## src/hw/maze_pkg.sv

```systemverilog
package maze_pkg;

    // Grid geometry, 64 by 32 cells
    localparam int GRID_X_BITS    = 6;
    localparam int GRID_Y_BITS    = 5;
    localparam int GRID_ADDR_BITS = GRID_X_BITS + GRID_Y_BITS;
    localparam int GRID_CELLS     = 1 << GRID_ADDR_BITS;

    // Fixed point player coordinates
    localparam int FRAC_BITS = 8;

    localparam int VGA_X_BITS = 8;
    localparam int VGA_Y_BITS = 7;
    localparam int LIMIT_BITS = 13;

    typedef logic [GRID_X_BITS+FRAC_BITS-1:0] pos_x_t;
    typedef logic [GRID_Y_BITS+FRAC_BITS-1:0] pos_y_t;
    typedef logic [7:0]  angle_t;
    typedef logic [17:0] colour_t;
    typedef logic [6:0]  segments_t;

    typedef enum logic [2:0] {
        CELL_FLOOR = 3'd0,
        CELL_WALL  = 3'd1
    } cell_t;

    typedef enum logic [1:0] {
        OWNER_NONE,
        OWNER_LOAD,
        OWNER_DRAW,
        OWNER_MOTION
    } grid_owner_t;

    // Cell (1,1), half a cell in
    localparam pos_x_t START_X = pos_x_t'(384);
    localparam pos_y_t START_Y = pos_y_t'(384);

    localparam int unsigned MOVE_STEP = 32;
    localparam angle_t      ANGLE_STEP = 8'd4;

    localparam logic [LIMIT_BITS-1:0] FRAME_PERIOD = 13'd4096;
    localparam logic [LIMIT_BITS-1:0] DRAW_WINDOW  = 13'd2560;

    localparam colour_t WALL_COLOUR  = 18'h3FFFF;
    localparam colour_t FLOOR_COLOUR = 18'h0003F;

    localparam int unsigned PILLAR_SPACING = 8;
    localparam int unsigned PILLAR_OFFSET  = 4;

    // Active low, bit 0 is segment a
    localparam segments_t HEX_SEGMENTS [16] = '{
        7'b1000000, 7'b1111001, 7'b0100100, 7'b0110000,
        7'b0011001, 7'b0010010, 7'b0000010, 7'b1111000,
        7'b0000000, 7'b0010000, 7'b0001000, 7'b0000011,
        7'b1000110, 7'b0100001, 7'b0000110, 7'b0001110
    };

endpackage

```

## src/hw/grid_port_if.sv

```systemverilog
`timescale 1ns/1ps

interface grid_port_if;
    import maze_pkg::*;

    logic [GRID_X_BITS-1:0] x;
    logic [GRID_Y_BITS-1:0] y;
    logic                   write;
    cell_t                  wdata;
    // Valid one cycle after the address
    cell_t                  rdata;

    modport client (
        output x, y, write, wdata,
        input  rdata
    );

    modport store (
        input  x, y, write, wdata,
        output rdata
    );

endinterface

```

## src/hw/level_loader.sv

```systemverilog
`timescale 1ns/1ps

module level_loader (
    input  logic        clock,
    input  logic        reset,
    input  logic        start,
    output logic        done,
    grid_port_if.client grid
);
    import maze_pkg::*;

    logic [GRID_ADDR_BITS-1:0] idx;
    logic                      busy;
    logic                      writing;

    // Border ring plus a regular lattice of pillars
    function automatic cell_t level_cell(input logic [GRID_X_BITS-1:0] x,
                                         input logic [GRID_Y_BITS-1:0] y);
        logic border;
        logic pillar;
        border = (x == '0) || (x == '1) || (y == '0) || (y == '1);
        pillar = ((x % PILLAR_SPACING) == PILLAR_OFFSET) &&
                 ((y % PILLAR_SPACING) == PILLAR_OFFSET);
        return (border || pillar) ? CELL_WALL : CELL_FLOOR;
    endfunction

    // Cell 0 goes out on the start cycle itself
    assign writing    = start || busy;
    assign grid.x     = idx[GRID_X_BITS-1:0];
    assign grid.y     = idx[GRID_X_BITS +: GRID_Y_BITS];
    assign grid.write = writing;
    assign grid.wdata = level_cell(grid.x, grid.y);

    always_ff @(posedge clock) begin
        if (reset) begin
            idx  <= '0;
            busy <= 1'b0;
            done <= 1'b0;
        end else begin
            done <= writing && (idx == '1);
            if (writing)
                idx <= idx + 1'b1;
            if (start)
                busy <= 1'b1;
            else if (idx == '1)
                busy <= 1'b0;
        end
    end

endmodule

```

## src/flat_wrapper.sv

```systemverilog
// flat-port wrapper written by rule: the top's interface ports become plain ports
module level_loader_flat import maze_pkg::*;
  (clock, reset, start, done, grid_x, grid_y, grid_write, grid_wdata, grid_rdata);
  grid_port_if grid_i ();
  input  logic clock;
  input  logic reset;
  input  logic start;
  output logic done;
  output wire logic [$bits(grid_i.x)-1:0] grid_x;
  output wire logic [$bits(grid_i.y)-1:0] grid_y;
  output wire logic [$bits(grid_i.write)-1:0] grid_write;
  output wire logic [$bits(grid_i.wdata)-1:0] grid_wdata;
  input wire logic [$bits(grid_i.rdata)-1:0] grid_rdata;
  assign grid_x = grid_i.x;
  assign grid_y = grid_i.y;
  assign grid_write = grid_i.write;
  assign grid_wdata = grid_i.wdata;
  assign grid_i.rdata = grid_rdata;
  level_loader u_core (.clock(clock), .reset(reset), .start(start), .done(done), .grid(grid_i));
endmodule
```

## config.mk

```make
export PLATFORM = sky130hd
export DESIGN_NAME = level_loader_flat
export DESIGN_NICKNAME = d
export VERILOG_FILES = /design/src/hw/maze_pkg.sv /design/src/hw/grid_port_if.sv /design/src/hw/level_loader.sv /design/src/flat_wrapper.sv
export SDC_FILE = /design/constraint.sdc
export NUM_CORES = 1
export LEC_CHECK = 0
export ABC_AREA = 1
export BUFFER_PORTS_ARGS = -buffer_cell sky130_fd_sc_hd__buf_2
export CORE_ASPECT_RATIO = 1.1
export CORE_MARGIN = 2
export CORE_UTILIZATION = 43
export CTS_BUF_LIST = sky130_fd_sc_hd__clkbuf_16
export CTS_CLUSTER_DIAMETER = 200
export DETAILED_ROUTE_END_ITERATION = 6
export MAX_ROUTING_LAYER = met4
export PLACE_DENSITY = 0.79
export SLEW_MARGIN = 20
export SYNTH_ARGS = -nofsm -noshare
export SYNTH_HDL_FRONTEND = slang
export SYNTH_SLANG_ARGS = --single-unit
export TNS_END_PERCENT = 5
```

## constraint.sdc

```tcl
create_clock -name clock -period 1.2 [get_ports clock]
set_clock_uncertainty 0.15 [all_clocks]
set_input_delay 0.24 -clock clock [delete_from_list [all_inputs] [get_ports clock]]
set_output_delay 0.24 -clock clock [all_outputs]
set_load 0.03 [all_outputs]
```

# Word-level counts from Yosys, hierarchy flattened

Cells that the tools add are included.

Bits in registers: 13
Bits of input ports: 6
Output and inout port bits: 16
Logic and storage cells: 22

Add/sub/neg operators: 1
Equality and inequality tests: 5
Muxes and demuxes: 3
Reductions and logical operators: 10

Operator list:

| cell                  | count |
|---|---|
| $add 11x1->11 const B | 1 |
| $eq 11x11->1 const B  | 1 |
| $eq 3x3->1 const B    | 2 |
| $eq 6x6->1 const B    | 1 |
| $logic_not 6->1       | 1 |
| $eq 5x5->1 const B    | 1 |
| $logic_not 5->1       | 1 |
| $logic_or 1x1->1      | 5 |
| $mux 1                | 3 |
| $logic_and 1x1->1     | 2 |
| $reduce_bool 2->1     | 1 |

# Depth between registers and ports, before layout

Gate-level depths: netlist of run 1.

Depth after elaboration: 6
Depth in mapped cells: 7
Mapped depth without buffers: 7

# Least setup slack after synthesis of run 1

OpenSTA, ideal clock, no wires.

Path type: register -> output
Start: register u_core.idx[0]
End: output grid_wdata[0]
Arrival: 1.356 ns
Data required time: 0.810 ns
Slack: -0.546 ns
Stages on the path, launching flop included: 7
Cell sequence: dfxtp_1 -> inv_1 -> ha_1 -> nand2_1 -> nand2_1 -> nand4_1 -> nand4_1

Word-level cells in the longest chain between the ends: 6
Elaborated cells between the ends (all ways): 9

RTL lines:

| item                                                 | line               | source |
|---|---|---|
| start, declared                                      | level_loader.sv:12 | `logic [GRID_ADDR_BITS-1:0] idx;` |
| start signal, assigned                               | level_loader.sv:42 | `idx <= idx + 1'b1;` |
| $eq 6x6->1 / $logic_not 6->1 (equally long branches) | level_loader.sv:21 | `border = (x == '0) \|\| (x == '1) \|\| (y == '0) \|\| (y == '1);` |
| $logic_or 1x1->1 (3 in a row)                        | level_loader.sv:21 |  |
| $logic_or 1x1->1 *                                   | level_loader.sv:24 | `return (border \|\| pillar) ? CELL_WALL : CELL_FLOOR;` |
| $mux 1 *                                             | level_loader.sv:24 |  |
| end, declared                                        | flat_wrapper.sv:12 | `output wire logic [$bits(grid_i.wdata)-1:0] grid_wdata;` |

Mark *: on every way between the ends. The rest lies on a longest branch, timed or not.

# Worst setup path after layout of run 1

Start: register u_core.idx[1]
End: output grid_wdata[0]

Same word-level chain as after synthesis.

==> results by stage, run 1 <==
Synthesis:
- In this run the biggest area consumer among cell types represents 37.5% of the synthesized area.
- The count of mapped cells out of synthesis is between 100 and 150.
- The post-synth design cell area is ~700 sq um.
- In this run, synthesis produced a sequential element count of 13.
- Yosys printed 0 warnings.
- The sequential share of the synthesized area is between 30% and 40%.
- The top cell type by total area after synthesis is dfxtp_1.
- The mean area per synthesized cell is ~6.9 sq um.
- Yosys mapped the design onto 19 distinct sky130hd cell types.
- Sorting the synthesized cells by area gives the leading types as dfxtp_1 37%, nand2_1 9.7%, inv_1 8.6%.

STA:
- Hold timing on the final database bottoms out at a slack of ~0.08 ns.
- The minimum setup slack in the final design is -0.578 ns.
- The worst path in the final design needs a cycle of approximately 1.8 ns, including I/O delays and setup.
- Setup repair after global routing could not meet its margin everywhere.
- The number of max-slew violations in the final report is 0.
- The maximum operating frequency is roughly 560 MHz.
- Setup violations remaining at the end of the flow were counted as 20.
- The total count of hold-check failures in the final report came to 0.
- The worst path uses 148% of the clock period.

Layout:
- Relative to the synthesized area, the layout overhead comes to 87.9%.
- Measured on the finished design, the core utilization comes to a little over four fifths.
- After the last flow step, the layout net total stands at about 160.
- The layout has approximately 80 filler cells.
- Of the cells placed in the final design, the portion with a size suffix greater than 1 is 59.1%.
- The number of antenna diodes in the final layout is 0.
- The post-route non-filler standard cell count is approximately 170.

Die:
- The initial standard-cell utilization of the core is a little under half.
- The floorplan step defined a core boundary enclosing roughly 0.0015 sq mm.
- The die outline width is between 40 and 50 microns.
- The number of cell rows is 15.
- The die is around 46 microns tall.
- During I/O placement, the number of pins put on the boundary was 22.
- The floorplan step defined a die boundary enclosing around 0.0020 sq mm.

Placement:
- The worst slack at placement is -0.289 ns.
- The number of port buffers is 16.
- The final HPWL from detailed placement is between 1.5 and 2 mm.
- The placer's final routability congestion estimate is approximately 0.83.
- Once placement completed, the tool counted placed cells totaling 159.

Clocking:
- After clock tree synthesis, the clock-pin slew on the worst setup and hold paths is around 0.050 ns.
- TritonCTS created 3 clock buffers.
- In this run the number of H-tree levels came out at 1.
- Counting every sink on the clock net gives 13.
- In this run the deepest clock path goes through 2 buffers.
- The insertion delay of the later-clocked pin in the worst-skew pair is 0.24 ns.
- In this run the clock root is driven by a clkbuf_16.
- The cts-stage hold buffer count is 0.
- The CTS tree is done.

Global routing:
- The via count of the first global-routing pass is 848.
- The number of antenna violations at the first check in global routing is 0.
- The total congestion overflow is 0.
- The first-pass GRT wire length is 3.82 mm.
- The largest net degree at the start of global routing is 11.
- The global-route total usage across every layer is between 20% and 30%.

Setup path:
- Data on the critical path is required at its endpoint by slightly above 0.8 ns.
- The internal reg-to-reg setup slack is -0.17 ns.
- STA classifies the critical path startpoint as a flip-flop.
- Counting buffers and inverters, the worst setup path is 6 cells deep.
- Measured in cells, the most critical reg-to-reg path has a length of 8.
- The arrival time of the worst setup path is ~1.4 ns.
- On the critical path the largest part of the delay comes from simple AND/OR/NAND/NOR gates.
- The largest single stage delay on the critical path is 0.36 ns.
- The worst setup path is of the flip-flop to output port kind.
- STA classifies the critical path endpoint as an output port.
- Along the worst path, the maximum fanout reaches 3.
- The critical-path cell with the highest stage delay is dfxtp_4.
- Counting both buffers and inverters, the worst setup path holds a total of 2.
- The critical path goes through inv_4 -> ha_4 -> nand3_2 -> or2_4 -> nand4_1 -> buf_6.

Drt:
- After detailed routing, the number of vias per cell comes to around 5.4.
- The first-pass iteration count of the detailed router is 4.
- The routed design has between 2 and 3 mm of wire.
- The total number of vias is roughly 900.
- The final antenna-violating net count is 0.
- Dividing the detail-routed wire length by the instance count gives about 16 microns.
- In this run, the number of DRC markers left after iteration 0 of detailed routing was 34.
- For this run, design rule violations remaining after detail routing come to 0.

Power and ir drop:
- Power spread over the standard cell area amounts to ~1000 mW/mm^2.
- In this run the static leakage power is around 0.6 nW.
- The overall power is 1.31 mW.
- The maximum vdd drop is between 0.0007 and 0.0008 V.

Job:
- The max-capacitance violation count is 0.

Status:
- The checks that failed: setup timing.
- The flow ran to the end, but the final reports show violations.

Worst hold path:
- The worst hold path was traced through 2 stages.
- The min-delay analysis places its worst path in the category input pin to flip-flop.
==> Yosys cell counts <==
cell and instances:
nand2_1 18, inv_1 16, dfxtp_1 13, nor2_1 13, a21oi_1 7, o21ai_0 6
nand4_1 5, nor3_1 5, nand3_2 3, buf_4 2, ha_1 2, nand3_1 2
nor2_4 2, o21ai_1 2, clkinv_1 1, conb_1 1, inv_2 1, nand2_2 1
or2_2 1
==> area by class of cell <==
cell class / instances / area (sq um) / share of cell area, %
flip-flops and latches: 13 / 283 / 21.7
multi-input cells: 69 / 449 / 34.4
inverters: 18 / 76.3 / 5.85
well taps: 17 / 21.3 / 1.63
clock inverters: 1 / 3.75 / 0.288
clock buffers: 3 / 75.1 / 5.75
repair buffers: 45 / 397 / 30.4
==> sequential cells by signal (all words and copies together) (netlist names) <==
name	count
u_core.idx	11
u_core.busy	1
u_core.done	1
==> metrics by stage <==
| stage | setup TNS [ns] | area (sq um) |
|---|---|---|
| 2_1_floorplan | -0.715 | 748 |
| 3_3_place_gp | -0.980 | 1030 |
| 3_5_place_dp | -1.41 | 1030 |
| 4_1_cts | -1.60 | 1260 |
| 5_1_grt | -2.70 | 1310 |
| 6_report | -1.93 | 1310 |
==> layer usage <==
layer  up-vias  routed length, microns  track usage (%)
met5         -                       0                -
met2        44                    1480             54.5
met3         9                     118             3.53
met4         0                      63             14.4
li1        418                       -                -
met1       422                    1060             28.0
==> path summary, 6_finish.rpt <==
kind / from / endpoint
max: u_core.idx[1] / grid_wdata[0]
min: reset / u_core.idx[4]
max reg2reg: u_core.idx[0] / u_core.idx[8]
min reg2reg: u_core.idx[3] / u_core.idx[3]
==> logic make-up (layout without fill, tap and decap cells) <==
group                      Yosys count  count (layout)  synth area share, %
AOI/OAI and AO/OA                   15              15                 10.8
adders and majority gates            2               2                 3.60
buffers and inverters               20              67                 11.9
other                                1               2                0.540
and+or+nand+nor                     50              50                 35.7
DFF                                 13              13                 37.5
==> placed cells by master (no fill, tap or decap), types with 2 or more instances in the layout <==
master,instances
inv_1,14
nor2_1,8
nand4_1,5
buf_6,19
dfxtp_2,9
clkbuf_16,3
o21ai_2,3
buf_4,20
dfxtp_4,3
nor2_4,2
buf_2,5
o21ai_1,2
nand3_2,3
a21oi_1,6
nor2_2,5
nand2_1,16
inv_4,3
o21ai_0,3
ha_4,2
conb_1,2
nor3_1,3
nand2_2,2
==> where the power goes <==
group	internal (mW)	switching (mW)	total [mW]
Clock	0.440	0.192	0.632
Sequential	0.445	0.0189	0.463
Combinational	0.0948	0.118	0.213
Total	0.980	0.329	1.31
==> timing repair <==
item,4_1_cts,5_1_grt
gates cloned,0,0
gates resized for setup,42,14
setup endpoints to repair,21,23
pin swaps,2,4
buffers inserted,2,1
(Power assumes the default switching activity.)
==> run 2: changes to the inputs <==
--- a/config.mk
+++ b/config.mk
@@ -15,6 +15,7 @@
 export DETAILED_ROUTE_END_ITERATION = 6
 export MAX_ROUTING_LAYER = met4
 export PLACE_DENSITY = 0.79
+export SKIP_CTS_REPAIR_TIMING = 1
 export SLEW_MARGIN = 20
 export SYNTH_ARGS = -nofsm -noshare
 export SYNTH_HDL_FRONTEND = slang
==> results by stage, run 2 (same netlist as run 1, synthesis figures left out) <==
Die:
- The number of primary I/O pins is 22.
- The vertical die dimension is 46.1 microns.
- In this run the core area contains 15 standard-cell rows.
- The core footprint is approximately 0.0015 sq mm.
- The die area is between 0.0015 and 0.002 sq mm.
- The initial standard-cell utilization of the core is between 40 and 50%.
- The die outline width is between 40 and 50 microns.

STA:
- Based on the critical path, the design can be clocked at up to slightly below 600 MHz.
- In the post-route analysis, the smallest setup slack over all paths is -0.527 ns.
- The final critical-path share of the clock period is 144%.
- Setup repair after global routing could not meet its margin everywhere.
- Final hold analysis gives a worst-case slack of slightly below 0.07 ns.
- The number of max-slew violations in the final report came to 0.
- The total count of hold-check failures in the final report is 0.
- The worst path in the final design needs a cycle of around 1.7 ns, including I/O delays and setup.
- The setup violation total in the final timing report is 20.
- The post-route setup TNS is -2.00 ns.

Drt:
- Summed over all layers, the routed wires come to around 2.5 mm.
- The number of DRC markers after the initial detailed-route iteration is 23.
- The wire length per cell is ~15 microns.
- In the routed design, unresolved DRC markers number 0.
- The final route contains ~880 vias.
- The first-pass iteration count of the detailed router is 4.
- In this run the remaining antenna-violating nets after routing total 0.
- The vias per cell is about 5.4.

Setup path:
- The kind of critical path is flip-flop to output port.
- The critical-path cell with the highest stage delay is dfxtp_4.
- The kind of end point of the critical path is an output port.
- In this design, the largest share of critical-path delay is due to simple AND/OR/NAND/NOR gates.
- The critical path goes through inv_4 -> ha_4 -> nand3_2 -> or2_4 -> nand4_1 -> buf_6.
- The highest cell delay on the worst timing path is 0.36 ns.
- The sort of element at the start of the critical path is a flip-flop.
- Data arrives at the worst endpoint at approximately 1.3 ns.
- Together, buffers and inverters on the worst path number 2.
- STA puts the critical path data required time at 0.81 ns.
- Of all nets on the critical path, the largest fanout is 4.

Global routing:
- The total congestion overflow is 0.
- The first-pass GRT wire length is 3.14 mm.
- Entering global routing, the biggest net connects 11 pins.
- The number of antenna violations at the first check in global routing is 0.
- The via count of the first global-routing pass is around 750.
- The global-route total usage across every layer is between 20% and 30%.

Layout:
- The library cell used most frequently in the layout, excluding fill and tap cells, is buf_4.
- The number of diodes added for antenna fixing is 0.
- The area growth from synthesis to layout is 80.7%.
- In the final layout, the share of cells above drive strength 1 is 55.8%.
- The register with the most flip-flops in the layout has 11 of them.
- After the last flow step, the layout net total stands at 156.
- Leaving out fill and tap cells, the most frequent cells in the layout are 21 x buf_4, 17 x nand2_1, 15 x buf_6.
- The register with the most flip-flops in the final layout is u_core.idx.
- In the final layout, the registers with the most flip-flops are u_core.idx x11, u_core.busy x1, u_core.done x1.

Placement:
- The number of port buffers is 16.
- The final HPWL from detailed placement is approximately 1.5 mm.
- The worst slack at placement is -0.289 ns.
- The placer's final routability congestion estimate is ~0.83.

Power and ir drop:
- The leakage power is about 0.57 nW.
- IR analysis of the VDD net gives a maximum drop of approximately 0.00089 V.
- The power density over cell area is between 1000 and 1500 mW/mm^2.

Job:
- Across the run, the number of max-cap violations was 0.

Status:
- The checks that failed: setup timing.
- The run finished, with violations left.

Clocking:
- For the worst-skew pair, the clock arrives at the later sink with an insertion delay of roughly 0.24 ns.
- The CTS tree is done.
- The maximum count of clock buffers along a single path is 2.
- Clock tree synthesis found a total of 13 sinks.
- Clock tree synthesis selected as its root buffer the cell clkbuf_16.
- The clock transition time at the flip-flop clock pins of the worst setup and hold paths is approximately 0.050 ns.
- TritonCTS created 3 clock buffers.
- CTS built an H-tree with a depth of 1.

Worst hold path:
- The type of the worst min-delay path is input pin to flip-flop.
-- run 2: cell count changes in the layout (fill, tap and decap cells not counted), sizes merged --
cell    before  now
clkinv       1    0
clkbuf       4    3
buf         44   43
inv         18   19
-- run 2: cell type report --
class | count | area [sq um]
clock buffer | 3 | 75.1
clock inverter | 1 | 3.75
fill | 89 | 284
inverter | 18 | 75.1
multi-input combinational | 69 | 435
sequential | 13 | 283
tap | 17 | 21.3
timing repair buffer | 43 | 362
-- run 2: path summary, 6_finish.rpt --
kind / from / endpoint / slack (ns) / cells past startpoint
min reg2reg: u_core.idx[10] / u_core.idx[10] / 0.43 / 3
max reg2reg: u_core.idx[0] / u_core.idx[4] / -0.18 / 5
max: u_core.idx[1] / grid_wdata[0] / -0.53 / 6
min: reset / u_core.done / 0.07 / 2
-- run 2: per-stage QoR --
stage	area [sq um]	power, mW	utilization [%]	cells
final	1250	1.28	81.5	164
after global routing	1250	1.31	81.5	164
after CTS	1110	1.25	72.0	163
after detailed placement	1030	0.624	66.9	159
after global placement	1030	0.618	66.9	159
after floorplan	748	0.575	-	102
-- run 2: per-layer routing --
metal	wire, microns	vias to the layer above	global-route usage (%)
li1	-	416	-
met1	925	413	22.7
met2	1320	41	42.2
met3	130	12	3.53
met4	107	0	14.4
met5	0	-	-
-- run 2: power breakdown --
part	switching, mW	total, mW	internal (mW)
clock network	0.194	0.634	0.440
registers	0.0194	0.464	0.444
logic	0.106	0.184	0.0781
total	0.319	1.28	0.963
==> run 3: changes to the inputs <==
==> constraint.sdc (replaced) <==
create_clock -name clock -period 1.2 [get_ports clock]
set_clock_uncertainty 0.15 [all_clocks]
set_input_delay 0.12 -clock clock [delete_from_list [all_inputs] [get_ports clock]]
set_output_delay 0.12 -clock clock [all_outputs]
set_load 0.03 [all_outputs]
==> results by stage, run 3 (same netlist as run 1, synthesis figures left out) <==
Clocking:
- The clock transition time at the flip-flop clock pins of the worst setup and hold paths is ~0.04 ns.
- For this design, the sink count on the clock tree is 13.
- The number of levels in the clock H-tree is 1.
- Clock tree synthesis inserted a total of 3 buffers.
- The tree is rooted in a clkbuf_16.
- The CTS tree is done.
- The insertion delay of the later-clocked pin in the worst-skew pair is 0.24 ns.
- No sink is reached through more buffers than the 2 on the longest clock path.

Drt:
- Once detail routing completed, the nets flagged for antenna violations numbered 0.
- The detailed router finished its first iteration with 16 violations.
- The first-pass iteration count of the detailed router is 4.
- The vias per cell is ~5.
- In the final routed layout, each cell accounts on average for approximately 13 microns.
- The final routed DRC violation total is 0.
- After detailed routing, the total wire length is about 1.9 mm.
- Detailed routing inserted a total of slightly below 800 vias.

Layout:
- The finished layout holds roughly 150 standard cells, fillers aside.
- The number of diodes added for antenna fixing is 0.
- The number of filler cells placed in the layout is ~120.
- The library cells used most frequently in the layout, excluding fill and tap cells, are 18 x nand2_1, 16 x buf_4, 15 x buf_2.
- The largest registers in the layout are u_core.idx x11, u_core.busy x1, u_core.done x1.
- From synthesis to final layout, the design area changed by 55.9%.
- The post-layout net count is approximately 150.
- The post-route cell area is between 0.001 and 0.0015 sq mm.
- The proportion of layout cells with a drive suffix above 1 is between 40% and 50%.
- The flip-flop count of the largest register after layout is 11.
- The largest register by flop count is u_core.idx.
- The leading cell type in the layout, fill and taps excluded is nand2_1.

STA:
- The total count of hold-check failures in the final report is 0.
- Setup repair after global routing could not meet its margin everywhere.
- The number of max-slew violations in the final report is 0.
- Based on the critical path, the design can be clocked at up to around 630 MHz.
- Setup violations remaining at the end of the flow were counted as 11.
- Subtracting the final worst setup slack from the clock period gives around 1.6 ns.
- The final critical path takes up 132% of the cycle.
- The minimum setup slack in the final design is -0.385 ns.

Power and ir drop:
- The power density over cell area is roughly 1200 mW/mm^2.
- In this run the power spent charging and discharging nets is 0.299 mW.
- IR analysis of the VDD net gives a maximum drop of about 0.00084 V.
- The leakage power is 0.499 nW.
- Per report_power, the clock group accounts for 49.7% of the total.
- The internal power contribution is between 0.9 and 1 mW.
- The register share of total power is a little under two fifths.
- Combinational cells account for a little over an eighth of the total power.
- In this run switching power makes up approximately a quarter of total power.

Job:
- The max-capacitance violation count is 0.

Setup path:
- In this design, the stage delay of the slowest critical-path cell is ~0.36 ns.
- The critical path is of the flip-flop to output port type.
- At the worst endpoint, the required time is slightly above 0.9 ns.
- For the worst setup path, the data arrival time is 1.31 ns.
- Together, buffers and inverters on the worst path number 2.
- STA classifies the critical path startpoint as a flip-flop.
- The cell depth of the worst flop-to-flop path is 6.
- The worst flop-to-flop path startpoint is u_core.idx[0].
- The internal reg-to-reg setup slack is -0.13 ns.
- Broken down by cell family, the worst path's largest delay share belongs to simple AND/OR/NAND/NOR gates.
- The kind of end point of the critical path is an output port.
- The worst register-to-register path ends at u_core.busy.
- The critical-path cell with the highest stage delay is dfxtp_4.
- Along the worst path, the maximum fanout reaches 3.
- Traced cell by cell, the critical path runs through inv_4 -> ha_4 -> nand3_2 -> or2_4 -> nand4_1 -> buf_6.

Die:
- 22 I/O pins were placed.
- The vertical die dimension is approximately 46 microns.
- The core footprint is ~0.0015 sq mm.
- The die area is 0.00195 sq mm.
- The initial utilization of the core area, before any placement, comes to a little under half.
- The die outline width is about 42 microns.
- The floorplan has 15 rows.

Global routing:
- The global-route total usage across every layer is around 20%.
- The number of antenna violations at the first check in global routing was 0.
- The total overflow left after global routing is 0.
- The via count of the first global-routing pass came to roughly 660.
- The first-pass GRT wire length is between 2 and 3 mm.
- Entering global routing, the biggest net connects 11 pins.

Placement:
- Routability-driven placement finished with a final weighted congestion of 0.880.
- In this run, placement finished with an instance count of approximately 150.
- In this run the cell area measured after placement is about 950 sq um.
- The final HPWL from detailed placement is about 1.4 mm.
- The number of port buffers is 16.

Status:
- The run finished, with violations left.
- The checks that failed: setup timing.

Worst hold path:
- The depth of the worst hold-timing path is 4.
- The type of the worst min-delay path is input pin to flip-flop.
- In this run the most critical hold path is launched from reset.
- For hold timing, the worst endpoint is u_core.idx[9].
run 3: layout make-up:
class	count	area [sq um]	share of cell area, %
multi-input cells	69	413	38.2
flip-flops and latches	13	280	25.9
repair buffers	33	216	20.0
clock buffers	3	75.1	6.94
inverters	18	72.6	6.71
well taps	17	21.3	1.97
clock inverters	1	3.75	0.347
run 3: routing by layer:
| metal | vias up | GRT usage (%) | wire length [microns] |
|---|---|---|---|
| met1 | 357 | 20.4 | 818 |
| met4 | 0 | 11.3 | 38 |
| li1 | 391 | - | - |
| met5 | - | - | 0 |
| met2 | 21 | 35.7 | 995 |
| met3 | 6 | 3.92 | 75 |
run 3: metrics by stage:
| step | setup TNS [ns] | util [%] | hold WS [ns] | setup slack [ns] | total power, mW |
|---|---|---|---|---|---|
| after floorplan | -0.595 | - | 0.0418 | -0.192 | 0.575 |
| after global placement | -0.538 | 61.5 | 0.190 | -0.161 | 0.607 |
| after detailed placement | -0.948 | 61.5 | 0.205 | -0.180 | 0.614 |
| after CTS | -1.51 | 66.7 | -0.0464 | -0.442 | 1.24 |
| after global routing | -1.88 | 70.3 | 0.0778 | -0.451 | 1.29 |
| final | -1.07 | 70.3 | 0.0632 | -0.385 | 1.25 |
run 3: worst max path at each step:
stage | to | start | depth (start not counted) | slack, ns
after detailed placement | grid_wdata[0] | u_core.idx[1] | 6 | -0.18
final | grid_wdata[0] | u_core.idx[1] | 6 | -0.38
after CTS | grid_wdata[0] | u_core.idx[1] | 6 | -0.44
after global placement | grid_wdata[0] | u_core.idx[1] | 6 | -0.16
after floorplan | grid_wdata[0] | u_core.idx[1] | 5 | -0.19
after global routing | grid_wdata[0] | u_core.idx[1] | 6 | -0.45
run 3: worst register-to-register path, cell delays in order, from the launching register on:
cell and delay, ns:
dfxtp_4 0.37, ha_4 0.15, nand3_2 0.09, nor2_4 0.13, inv_1 0.08, nor3_1 0.16
nor2_1 0.08
run 3: power by group through the flow:
stage	combinational (mW)	clock, mW	sequential, mW
2_1_floorplan	0.0843	0	0.490
3_3_place_gp	0.135	0	0.472
3_5_place_dp	0.140	0	0.474
4_1_cts	0.142	0.630	0.466
5_1_grt	0.182	0.646	0.465
6_report	0.164	0.621	0.464
